`src/hdl/lcd_config.svh`:
```
`ifndef LCD_CONFIG_SVH
`define LCD_CONFIG_SVH

// clock cycles per microsecond
`define LCD_CLK_PER_US 1

// queue entries and producer credits
`define LCD_QUEUE_DEPTH 4

// LCD delays in microseconds
`define LCD_T_POWERUP 500     // wait after power on
`define LCD_T_CMD_WAIT 50     // after function set and display control
`define LCD_T_CLEAR_WAIT 200  // after clear display
`define LCD_T_ENTRY_WAIT 100  // after entry mode set
`define LCD_T_WRITE 50        // whole write window
`define LCD_T_E_SETUP 1       // rs and data ahead of enable
`define LCD_T_E_HIGH 13       // enable high time

`endif
```
`src/hdl/lcd_pkg.sv`:
```
`default_nettype none

package lcd_pkg;

	// value on the 8-bit LCD data bus
	typedef logic [7:0] lcd_byte_t;

	// cursor column, 0 to 16
	typedef logic [4:0] lcd_col_t;

	// one write to the LCD
	typedef struct packed {
		logic      rs;    // 1 data, 0 instruction
		lcd_byte_t code;
	} lcd_entry_t;

	// init options word with two_line as msb
	typedef struct packed {
		logic two_line;
		logic font_5x10;
		logic display_on;
		logic cursor_on;
		logic blink;
		logic increment;
		logic shift;
	} lcd_init_opts_t;

	// bus timing stage phases
	typedef enum logic [1:0] {
		POWERUP,   // power-up wait and wake-up write
		INIT,      // init command sequence
		IDLE,      // ready for an entry
		WRITE      // write window of one entry
	} lcd_phase_e;

endpackage

`default_nettype wire

```
`src/hdl/lcd_ctrl_top.sv`:
```
`timescale 1ns/1ps
`default_nettype none

module lcd_ctrl_top (
	input  wire logic                    clk,
	input  wire logic                    arst_n,
	input  wire lcd_pkg::lcd_init_opts_t init_opts,
	input  wire logic                    in_valid,
	input  wire lcd_pkg::lcd_entry_t     in_entry,
	output logic                         credit_return,
	output logic                         busy,
	output logic                         lcd_e,
	output logic                         lcd_rs,
	output logic                         lcd_rw,
	output lcd_pkg::lcd_byte_t           lcd_data
);

	logic                q_valid;      // queue head
	logic                q_accept;
	lcd_pkg::lcd_entry_t q_entry;
	logic                w_valid;      // wrap stage output
	logic                w_accept;
	lcd_pkg::lcd_entry_t w_entry;

	lcd_cmd_queue i_lcd_cmd_queue (
		.clk           (clk),
		.arst_n        (arst_n),
		.in_valid      (in_valid),
		.in_entry      (in_entry),
		.out_accept    (q_accept),
		.credit_return (credit_return),
		.out_valid     (q_valid),
		.out_entry     (q_entry)
	);

	lcd_line_wrap i_lcd_line_wrap (
		.clk        (clk),
		.arst_n     (arst_n),
		.in_valid   (q_valid),
		.in_entry   (q_entry),
		.out_accept (w_accept),
		.in_accept  (q_accept),
		.out_valid  (w_valid),
		.out_entry  (w_entry)
	);

	lcd_bus_timing i_lcd_bus_timing (
		.clk       (clk),
		.arst_n    (arst_n),
		.init_opts (init_opts),
		.in_valid  (w_valid),
		.in_entry  (w_entry),
		.in_accept (w_accept),
		.busy      (busy),
		.lcd_e     (lcd_e),
		.lcd_rs    (lcd_rs),
		.lcd_rw    (lcd_rw),
		.lcd_data  (lcd_data)
	);

endmodule

`default_nettype wire

```
`src/hdl/lcd_bus_timing.sv`:
```
`timescale 1ns/1ps
`default_nettype none

`include "lcd_config.svh"

module lcd_bus_timing (
	input  wire logic                    clk,
	input  wire logic                    arst_n,
	input  wire lcd_pkg::lcd_init_opts_t init_opts,
	input  wire logic                    in_valid,
	input  wire lcd_pkg::lcd_entry_t     in_entry,
	output logic                         in_accept,
	output logic                         busy,
	output logic                         lcd_e,
	output logic                         lcd_rs,
	output logic                         lcd_rw,
	output lcd_pkg::lcd_byte_t           lcd_data
);

	localparam int unsigned CYC = `LCD_CLK_PER_US;
	localparam int unsigned INIT_E_US = 10;    // init enable pulse
	localparam int unsigned CNT_W = $clog2(`LCD_T_POWERUP * CYC + 1);

	localparam logic [CNT_W-1:0] T_POWERUP = CNT_W'(`LCD_T_POWERUP * CYC);
	localparam logic [CNT_W-1:0] T_WAKE = CNT_W'((`LCD_T_POWERUP - `LCD_T_CMD_WAIT) * CYC);
	localparam logic [CNT_W-1:0] T_E_SETUP = CNT_W'(`LCD_T_E_SETUP * CYC);
	localparam logic [CNT_W-1:0] T_INIT_E_END = CNT_W'((`LCD_T_E_SETUP + INIT_E_US) * CYC);
	localparam logic [CNT_W-1:0] T_E_END = CNT_W'((`LCD_T_E_SETUP + `LCD_T_E_HIGH) * CYC);
	localparam logic [CNT_W-1:0] T_WRITE = CNT_W'(`LCD_T_WRITE * CYC);

	lcd_pkg::lcd_phase_e phase;
	logic [CNT_W-1:0]    cnt;
	logic [1:0]          step;        // init command index
	logic [CNT_W-1:0]    step_end;
	lcd_pkg::lcd_byte_t  init_word;
	lcd_pkg::lcd_entry_t entry_q;
	logic                e_d;
	logic                rs_d;
	lcd_pkg::lcd_byte_t  data_d;

	assign in_accept = (phase == lcd_pkg::IDLE);
	assign lcd_rw    = 1'b0;               // write only

	always_comb begin
		case (step)
			2'd0: begin                        // function set
				init_word = {4'b0011, init_opts.two_line, init_opts.font_5x10, 2'b00};
				step_end  = CNT_W'((INIT_E_US + `LCD_T_CMD_WAIT) * CYC - 1);
			end
			2'd1: begin                        // display control
				init_word = {5'b00001, init_opts.display_on, init_opts.cursor_on,
					init_opts.blink};
				step_end  = CNT_W'((INIT_E_US + `LCD_T_CMD_WAIT) * CYC - 1);
			end
			2'd2: begin                        // clear display
				init_word = 8'h01;
				step_end  = CNT_W'((INIT_E_US + `LCD_T_CLEAR_WAIT) * CYC - 1);
			end
			default: begin                     // entry mode set
				init_word = {6'b000001, init_opts.increment, init_opts.shift};
				step_end  = CNT_W'((INIT_E_US + `LCD_T_ENTRY_WAIT) * CYC - 1);
			end
		endcase
	end

	always_ff @(posedge clk or negedge arst_n) begin
		if (!arst_n) begin
			phase <= lcd_pkg::POWERUP;
			cnt   <= '0;
			step  <= '0;
		end else begin
			case (phase)
				lcd_pkg::POWERUP: begin
					if (cnt == T_POWERUP - 1'b1) begin
						phase <= lcd_pkg::INIT;
						cnt   <= '0;
					end else begin
						cnt <= cnt + 1'b1;
					end
				end
				lcd_pkg::INIT: begin
					if (cnt == step_end) begin
						cnt  <= '0;
						step <= step + 1'b1;
						if (step == 2'd3) begin
							phase <= lcd_pkg::IDLE;  // init complete
						end
					end else begin
						cnt <= cnt + 1'b1;
					end
				end
				lcd_pkg::IDLE: begin
					if (in_valid) begin
						phase <= lcd_pkg::WRITE;
						cnt   <= '0;
					end
				end
				default: begin
					if (cnt == T_WRITE) begin
						phase <= lcd_pkg::IDLE;
					end else begin
						cnt <= cnt + 1'b1;
					end
				end
			endcase
		end
	end

	always_ff @(posedge clk) begin
		if (in_valid && in_accept) begin
			entry_q <= in_entry;
		end
	end

	// pin values for the current phase and count
	always_comb begin
		e_d    = 1'b0;
		rs_d   = 1'b0;
		data_d = '0;
		case (phase)
			lcd_pkg::POWERUP: begin
				if (cnt >= T_WAKE) begin
					data_d = 8'h30;            // wake-up write
					e_d    = (cnt >= T_WAKE + T_E_SETUP) && (cnt < T_WAKE + T_INIT_E_END);
				end
			end
			lcd_pkg::INIT: begin
				data_d = init_word;
				e_d    = (cnt >= T_E_SETUP) && (cnt < T_INIT_E_END);
			end
			lcd_pkg::WRITE: begin
				rs_d   = entry_q.rs;
				data_d = entry_q.code;
				e_d    = (cnt >= T_E_SETUP) && (cnt < T_E_END);
			end
			default: begin
			end
		endcase
	end

	always_ff @(posedge clk or negedge arst_n) begin
		if (!arst_n) begin
			lcd_e    <= 1'b0;
			lcd_rs   <= 1'b0;
			lcd_data <= '0;
			busy     <= 1'b1;
		end else begin
			lcd_e    <= e_d;
			lcd_rs   <= rs_d;
			lcd_data <= data_d;
			busy     <= (phase == lcd_pkg::POWERUP) || (phase == lcd_pkg::INIT);
		end
	end

endmodule

`default_nettype wire

```
`src/hdl/lcd_line_wrap.sv`:
```
`timescale 1ns/1ps
`default_nettype none

module lcd_line_wrap (
	input  wire logic                clk,
	input  wire logic                arst_n,
	input  wire logic                in_valid,
	input  wire lcd_pkg::lcd_entry_t in_entry,
	input  wire logic                out_accept,
	output logic                     in_accept,
	output logic                     out_valid,
	output lcd_pkg::lcd_entry_t      out_entry
);

	localparam lcd_pkg::lcd_col_t LINE_END = 5'd16;
	localparam lcd_pkg::lcd_byte_t ADDR_LINE0 = 8'h80;
	localparam lcd_pkg::lcd_byte_t ADDR_LINE1 = 8'hC0;

	lcd_pkg::lcd_entry_t held;
	logic                held_valid;
	logic                line;        // cursor line
	lcd_pkg::lcd_col_t   col;         // cursor column
	logic                need_wrap;
	logic                out_fire;
	logic                is_home;

	assign in_accept = !held_valid;
	assign out_valid = held_valid;
	assign out_fire  = out_valid && out_accept;

	// character would land past column 15
	assign need_wrap = held.rs && (col == LINE_END);

	// clear display or return home
	assign is_home = !held.rs && ((held.code == 8'h01) || (held.code[7:1] == 7'h01));

	always_comb begin
		out_entry = held;
		if (need_wrap) begin
			out_entry.rs   = 1'b0;
			out_entry.code = line ? ADDR_LINE0 : ADDR_LINE1;  // jump to the other line
		end
	end

	always_ff @(posedge clk) begin
		if (in_valid && in_accept) begin
			held <= in_entry;
		end
	end

	always_ff @(posedge clk or negedge arst_n) begin
		if (!arst_n) begin
			held_valid <= 1'b0;
			line       <= 1'b0;
			col        <= '0;
		end else begin
			if (in_valid && in_accept) begin
				held_valid <= 1'b1;
			end else if (out_fire && !need_wrap) begin
				held_valid <= 1'b0;            // character stays through the injected command
			end

			if (out_fire) begin
				if (need_wrap) begin
					line <= !line;
					col  <= '0;
				end else if (held.rs) begin
					col <= col + 1'b1;
				end else if (held.code[7]) begin
					// set DDRAM address
					line <= held.code[6];
					col  <= {1'b0, held.code[3:0]};
				end else if (is_home) begin
					line <= 1'b0;
					col  <= '0;
				end
			end
		end
	end

endmodule

`default_nettype wire

```
`src/hdl/lcd_cmd_queue.sv`:
```
`timescale 1ns/1ps
`default_nettype none

`include "lcd_config.svh"

module lcd_cmd_queue (
	input  wire logic                clk,
	input  wire logic                arst_n,
	input  wire logic                in_valid,
	input  wire lcd_pkg::lcd_entry_t in_entry,
	input  wire logic                out_accept,
	output logic                     credit_return,
	output logic                     out_valid,
	output lcd_pkg::lcd_entry_t      out_entry
);

	localparam int unsigned DEPTH = `LCD_QUEUE_DEPTH;
	localparam int unsigned PTR_W = (DEPTH > 1) ? $clog2(DEPTH) : 1;
	localparam int unsigned CNT_W = $clog2(DEPTH + 1);
	localparam logic [PTR_W-1:0] LAST = PTR_W'(DEPTH - 1);

	lcd_pkg::lcd_entry_t mem [DEPTH];
	logic [PTR_W-1:0] wr_ptr;
	logic [PTR_W-1:0] rd_ptr;
	logic [CNT_W-1:0] count;
	logic push;
	logic pop;

	assign push      = in_valid;               // producer holds a credit
	assign pop       = out_valid && out_accept;
	assign out_valid = (count != '0);
	assign out_entry = mem[rd_ptr];            // head entry

	always_ff @(posedge clk) begin
		if (push) begin
			mem[wr_ptr] <= in_entry;
		end
	end

	always_ff @(posedge clk or negedge arst_n) begin
		if (!arst_n) begin
			wr_ptr        <= '0;
			rd_ptr        <= '0;
			count         <= '0;
			credit_return <= 1'b0;
		end else begin
			credit_return <= pop;              // one credit per taken entry
			if (push) begin
				wr_ptr <= (wr_ptr == LAST) ? '0 : wr_ptr + 1'b1;
			end
			if (pop) begin
				rd_ptr <= (rd_ptr == LAST) ? '0 : rd_ptr + 1'b1;
			end
			case ({push, pop})
				2'b10:   count <= count + 1'b1;
				2'b01:   count <= count - 1'b1;
				default: count <= count;       // none or both
			endcase
		end
	end

endmodule

`default_nettype wire

```
`config.mk`:
```
export PLATFORM = sky130hd
export DESIGN_NAME = lcd_ctrl_top
export DESIGN_NICKNAME = d
export VERILOG_FILES = /design/src/hdl/lcd_pkg.sv /design/src/hdl/lcd_ctrl_top.sv /design/src/hdl/lcd_bus_timing.sv /design/src/hdl/lcd_line_wrap.sv /design/src/hdl/lcd_cmd_queue.sv
export VERILOG_INCLUDE_DIRS = /design/src /design/src/hdl
export SDC_FILE = /design/constraint.sdc
export NUM_CORES = 1
export LEC_CHECK = 0
export BUFFER_PORTS_ARGS = -buffer_cell sky130_fd_sc_hd__buf_2
export CORE_ASPECT_RATIO = 1.2
export CORE_MARGIN = 5
export CORE_UTILIZATION = 46
export DETAILED_ROUTE_END_ITERATION = 8
export SLEW_MARGIN = 20
export SYNTH_ARGS = -nofsm -noshare
export SYNTH_HDL_FRONTEND = slang
export SYNTH_SLANG_ARGS = --single-unit
```
`constraint.sdc`:
```
create_clock -name clk -period 4.85 [get_ports clk]
set_input_delay 0.485 -clock clk [delete_from_list [all_inputs] [get_ports clk]]
set_output_delay 0.485 -clock clk [all_outputs]
set_load 0.02 [all_outputs]
```
# --- After elaboration in Yosys (flattened, before gate mapping) ---
# Memory sizes are Yosys's and may differ from the RTL's. A register that Yosys moved wholly into a read port is not among the register bits.
# Index checks and enable logic that the tools add are counted.
word_totals:
  register_bits: 48
  ramBits: 36
  output_inout_bits: 13
  wordCells: 115
  memories: 1
memory_table:
  columns: ["name", "words", "width", "rd", "rd_clocked_by_memory_dff", "write_ports", "line_no", "rtl"]
  rows:
  - ["i_lcd_cmd_queue.mem", 4, 9, 1, 1, 1, "lcd_cmd_queue.sv:22", "lcd_pkg::lcd_entry_t mem [DEPTH];"]
classes:
  add_sub_neg: 7
  magnitude_cmp: 6
  eq_ne: 22
  muxes: 35
  n_reduce_logical: 28
ops:
  columns: ["op", "n"]
  rows:
  - ["9-bit two-way mux", 4]
  - ["9-bit case mux with 3 select lines", 1]
  - ["8-bit case mux with 3 select lines", 1]
  - ["5-bit two-way mux", 4]
  - ["9-bit >= comparator (second input constant)", 2]
  - ["9-bit by 4-bit < comparator with 1-bit output (second input constant)", 2]
  - ["6-bit case mux with 3 select lines", 1]
  - ["8-bit case mux with 2 select lines", 1]
  - ["2-bit equality test (second input constant)", 7]
  - ["2-bit two-way mux", 7]
  - ["1-bit two-way mux", 10]
  - ["9-bit by 1-bit adder with 9-bit output (second input constant)", 1]
  - ["9-bit by 6-bit equality test with 1-bit output (second input constant)", 1]
  - ["9-bit by 8-bit equality test with 1-bit output", 1]
  - ["9-bit equality test (second input constant)", 1]
  - ["9-bit by 1-bit >= comparator with 1-bit output (second input constant)", 1]
  - ["9-bit < comparator (second input constant)", 1]
  - ["8-bit by 1-bit equality test with 1-bit output (second input constant)", 1]
  - ["1-bit logical AND", 8]
  - ["8-bit two-way mux", 1]
  - ["4-bit nonzero test", 2]
  - ["7-bit by 1-bit equality test with 1-bit output (second input constant)", 1]
  - ["7-bit two-way mux", 1]
  - ["2-bit by 1-bit adder with 2-bit output (second input constant)", 3]
  - ["21 further kinds", 35]

# --- Longest topological paths before layout ---
depth:
  ltp_word: 7
  mapped_depth: 8
  mapped_depth_nobuf: 8

# --- Modules after synthesis ---
# Synthesis repeated with hierarchy kept, for this count alone.
hier_totals:
  hier_cells: 330
  area_unflattened_um2: 4361.7
modules_own_cells:
  columns: ["mod", "n_inst", "cells_per_inst", "area_each_um2"]
  rows:
  - ["lcd_bus_timing", 1, 170, 1764.2]
  - ["lcd_cmd_queue", 1, 87, 1759.2]
  - ["lcd_line_wrap", 1, 73, 838.3]

# --- Worst setup path after synthesis ---
# Ideal clock, no wire load.
synth_timing:
  path_type: "flip-flop to flip-flop"
  startpoint: "register i_lcd_line_wrap.held_valid, in the netlist i_lcd_line_wrap.out_valid"
  endpoint: "register i_lcd_cmd_queue.count[2]"
  setup_ns: 0.079
  arrival_ns: 2.180
  required_ns: 4.771
  setup_slack_ns: 2.591
  path_stages_with_launch: 8
  n_path_buf: 0
  cell_sequence: "dfrtp_1 > nor2_1 > ha_1 > inv_1 > fa_1 > xor2_1 > nor2_1 > xor2_1"
synth_via:
  elab_chain_cells: 4
  word_cells_on_any_way: 6
  cone_classes: "eq/ne: 2; mux: 1; reduce/logical: 3"
synth_lines:
  columns: ["element", "line_no", "rtl"]
  rows:
  - ["start, declared", "lcd_line_wrap.sv:20", "logic held_valid;"]
  - ["start signal, assigned", "lcd_line_wrap.sv:53", "held_valid <= 1'b0;"]
  - ["start signal, assigned", "lcd_line_wrap.sv:58", "held_valid <= 1'b1;"]
  - ["start signal, assigned", "lcd_line_wrap.sv:60", "held_valid <= 1'b0;"]
  - ["1-bit logical NOT (*)", "lcd_line_wrap.sv:27", "assign in_accept = !held_valid;"]
  - ["1-bit logical AND (*)", "lcd_cmd_queue.sv:30", "assign pop = out_valid && out_accept;"]
  - ["named net i_lcd_cmd_queue.pop", "lcd_cmd_queue.sv:27", "logic pop;"]
  - ["2-bit by 1-bit equality test with 1-bit output / 2-bit equality test (equally long branches)", "lcd_cmd_queue.sv:54", "case ({push, pop})"]
  - ["3-bit case mux with 2 select lines / 2-bit nonzero test (equally long branches)", null, null]
  - ["end signal, assigned", "lcd_cmd_queue.sv:55", "2'b10: count <= count + 1'b1;"]
  - ["end signal, assigned", "lcd_cmd_queue.sv:56", "2'b01: count <= count - 1'b1;"]
  - ["end signal, assigned", "lcd_cmd_queue.sv:57", "default: count <= count;"]
  - ["end, declared", "lcd_cmd_queue.sv:25", "logic [CNT_W-1:0] count;"]
# Mark *: on every way through the listed nets, which the timed path passes. The rest lies on a longest branch.
# A chain may end at the register's enable or synchronous reset.

# --- Worst setup path after layout ---
# Same ends and word-level chain as after synthesis.

==> results.cfg <==
[final_layout]
drive_gt1_share_pct = 18.7
fillers = 763
seq_area_um2 = 2600
syn_to_final_growth_pct = 11.1
nets = 385
instances_no_fill = 473
diodes = 0
multi_input_comb_area_um2 = 1460

[synthesis]
synthCells = 320
synth_flop_cell = edfxtp_1
synth_edf_count = 54
synth.area.top_cells = edfxtp_1, dfrtp_1, ha_1
ys_seq_elements = 93
yosysTopAreaCell = edfxtp_1
syn_avg_cell_area_um2 = 13.1
synth_top_area_share_pct = 38.8
synth_cell_types = 57
ys_seq_area_share_pct = 62.1
synthArstFlopShare_pct = 41.9
syn-num-nets = 357
synth_area_um2 = 4180
yosysWarnings = 0

[floorplanning]
row_count = 38
start_util_pct = 46.5
die_y_um = 114
ios = 32
die_x_um = 97.0
coreArea_um2 = 8990
die_area_um2 = 11100

[worst_setup_path]
worst-setup-path-type = flip-flop to flip-flop
cp_slowest_cell = nor2_1
arrival_ns = 2.82
cp-end-kind = flip-flop
start_kind = flip-flop
cpPeakStageDelay_ns = 0.79
worstPathMaxFanout = 14
worstPathRequired_ns = 5.13
crit_chain = nor2_1, ha_1, inv_1, fa_1, xor2_1, nor2_1, xor2_1

[global_route]
first_global_vias = 2520
gr-total-overflow = 0
grt_start_max_net_pins = 40
antenna_found_initial = 0
track_usage_pct = 14.1
grt_pass1_wl_um = 12300

[cts]
clk_latency_ns = 0.36
cts_setup_buffers = 0
root_buffer = clkbuf_8
numClockSinks = 93
hold_buffers = 0
clkTransAtPathRegs_ns = 0.09
clockBufferDepth = 2
tritoncts = yes
cts_resized = 0
htreeDepth = 3
cts_buffers = 9

[route]
vias = 2471
drt_iter0_drc = 145
vias_per_cell = 5.22
route.detailed.drc = 0
dr.pass1.iters = 4
drtAntennaViolNets = 0
wire_per_inst_um = 15.2
routed_wl_um = 7180

[sta]
setup_tns_ns = 0
slew_viol_final = 0
layout_setup_ws_ns = 2.31
worstMarginPinSlew_ns = 1.00
min_period_over_period_pct = 52.5
report.final.setup_viol = 0
rsz0062_at_grt = false
relSlewSlack_pct = 32.8
layout_min_cycle_time_ns = 2.54
hold_ws_ns = 0.241
clock.fmax_mhz = 393
finalClockSkew_ns = 0.0121
hold_violations = 0

[place]
preCtsSetupSlack_ns = 2.28
port_buffers = 30
dp.cells = 457
dp_hpwl_um = 5100
place.gp.congestion = 0.796

[worst_hold_path]
hp-class = input pin to async pin

[pwr]
leakage_nw = 1.83
power.density_nw_per_um2 = 394
total_power_mw = 1.83
ir_drop_v = 0.000240

[job]
max-cap-violations = 0

[status]
status = completed
critical path: cells and delay by family (launching register included):
family | cells | cell delay, ns
and+or+nand+nor | 2 | 0.90
DFF | 1 | 0.44
adders and majority gates | 2 | 0.76
xor gates and xnor gates | 2 | 0.30
buffers and inverters | 1 | 0.07
per-stage QoR:
step | utilization (%) | cell area, µm²
after detailed placement | 49.2 | 4420
final | 51.7 | 4650
after floorplan | - | 4180
after global routing | 51.7 | 4650
after CTS | 51.6 | 4640
after global placement | 49.2 | 4420
cell usage after synthesis (all sizes together) (6+ instances only):
| cell | n |
|---|---|
| or4 | 6 |
| ha | 17 |
| dfrtp | 38 |
| mux4 | 9 |
| nor3 | 6 |
| buf | 6 |
| inv | 18 |
| o21ai | 16 |
| edfxtp | 54 |
| nand2 | 25 |
| nor2 | 19 |
| a21oi | 15 |
| clkbuf | 7 |
| and2 | 10 |
| nand3 | 6 |
area by class of cell:
| type | instances | share of cell area, % |
|---|---|---|
| Sequential cell | 93 | 55.9 |
| Multi-Input combinational cell | 195 | 31.4 |
| Timing Repair Buffer | 30 | 3.23 |
| Tap cell | 120 | 3.23 |
| Clock buffer | 11 | 2.83 |
| Clock inverter | 5 | 1.83 |
| Inverter | 19 | 1.54 |
flip-flops by register name (all words and copies together), names as in the netlist:
signal                         flops
i_lcd_bus_timing.busy              1
i_lcd_bus_timing.cnt               9
i_lcd_bus_timing.entry_q           9
i_lcd_bus_timing.lcd_data          8
i_lcd_bus_timing.lcd_e             1
i_lcd_bus_timing.lcd_rs            1
i_lcd_bus_timing.phase             2
i_lcd_bus_timing.step              2
i_lcd_cmd_queue.count              3
i_lcd_cmd_queue.credit_return      1
i_lcd_cmd_queue.mem               36
i_lcd_cmd_queue.rd_ptr             2
i_lcd_cmd_queue.wr_ptr             2
i_lcd_line_wrap.col                5
i_lcd_line_wrap.held               9
i_lcd_line_wrap.line               1
i_lcd_line_wrap.out_valid          1
power breakdown:
| group | internal [mW] | total [mW] | switching [mW] |
|---|---|---|---|
| Sequential | 0.948 | 1.03 | 0.0787 |
| Combinational | 0.131 | 0.246 | 0.115 |
| Clock | 0.294 | 0.557 | 0.263 |
cells in the final DEF (no fill, tap or decap), types with 4 or more instances in the layout:
master | Yosys | routed
edfxtp_1 | 54 | 54
dfrtp_1 | 38 | 38
buf_2 | 4 | 30
nand2_1 | 25 | 25
nor2_1 | 19 | 19
inv_1 | 17 | 17
ha_1 | 17 | 17
o21ai_0 | 16 | 16
a21oi_1 | 13 | 13
and2_1 | 10 | 10
mux4_2 | 9 | 9
clkbuf_8 | 0 | 9
nand3_1 | 6 | 6
nor3_1 | 6 | 6
and3_1 | 5 | 5
xor2_1 | 5 | 5
nor4_1 | 4 | 4
nor4bb_1 | 4 | 4
or4_1 | 4 | 4
xnor2_1 | 4 | 4
cell families after synthesis:
kind of cell | after synthesis | share of synthesized area (%)
adder cells (fa/ha/maj) | 18 | 5.57
XOR/XNOR | 9 | 1.88
multiplexers | 12 | 5.66
flip-flops | 93 | 62.1
other | 1 | 0.0897
AO/OA/AOI/OAI | 56 | 8.71
buffers and inverters | 32 | 3.08
AND/OR/NAND/NOR | 99 | 12.9
routing by layer:
layer | track usage [%] | part of all wire (%)
met5 | 0 | 0
met4 | 6.93 | 2.8
met3 | 3.53 | 4.5
met2 | 24.1 | 49
met1 | 16.7 | 44
path summary, 6_finish.rpt:
| path | start | end | slack, ns | depth (start not counted) |
|---|---|---|---|---|
| max | i_lcd_line_wrap.out_valid$_DFFE_PN0P_ | i_lcd_cmd_queue.count[2]$_DFFE_PN0P_ | 2.31 | 7 |
| min | arst_n | i_lcd_bus_timing.cnt[1]$_DFFE_PN0P_ | 0.24 | 1 |
| max reg2reg | i_lcd_line_wrap.out_valid$_DFFE_PN0P_ | i_lcd_cmd_queue.count[2]$_DFFE_PN0P_ | 2.31 | 7 |
| min reg2reg | i_lcd_cmd_queue.count[2]$_DFFE_PN0P_ | i_lcd_cmd_queue.count[2]$_DFFE_PN0P_ | 0.47 | 1 |
| max in group asynchronous | arst_n | i_lcd_line_wrap.line$_DFFE_PN0P_ | 4.05 | 1 |
| min in group clk | in_entry[7] | i_lcd_cmd_queue.mem[2][7]$_DFFE_PP_ | 0.33 | 1 |
(Power assumes the default switching activity.)
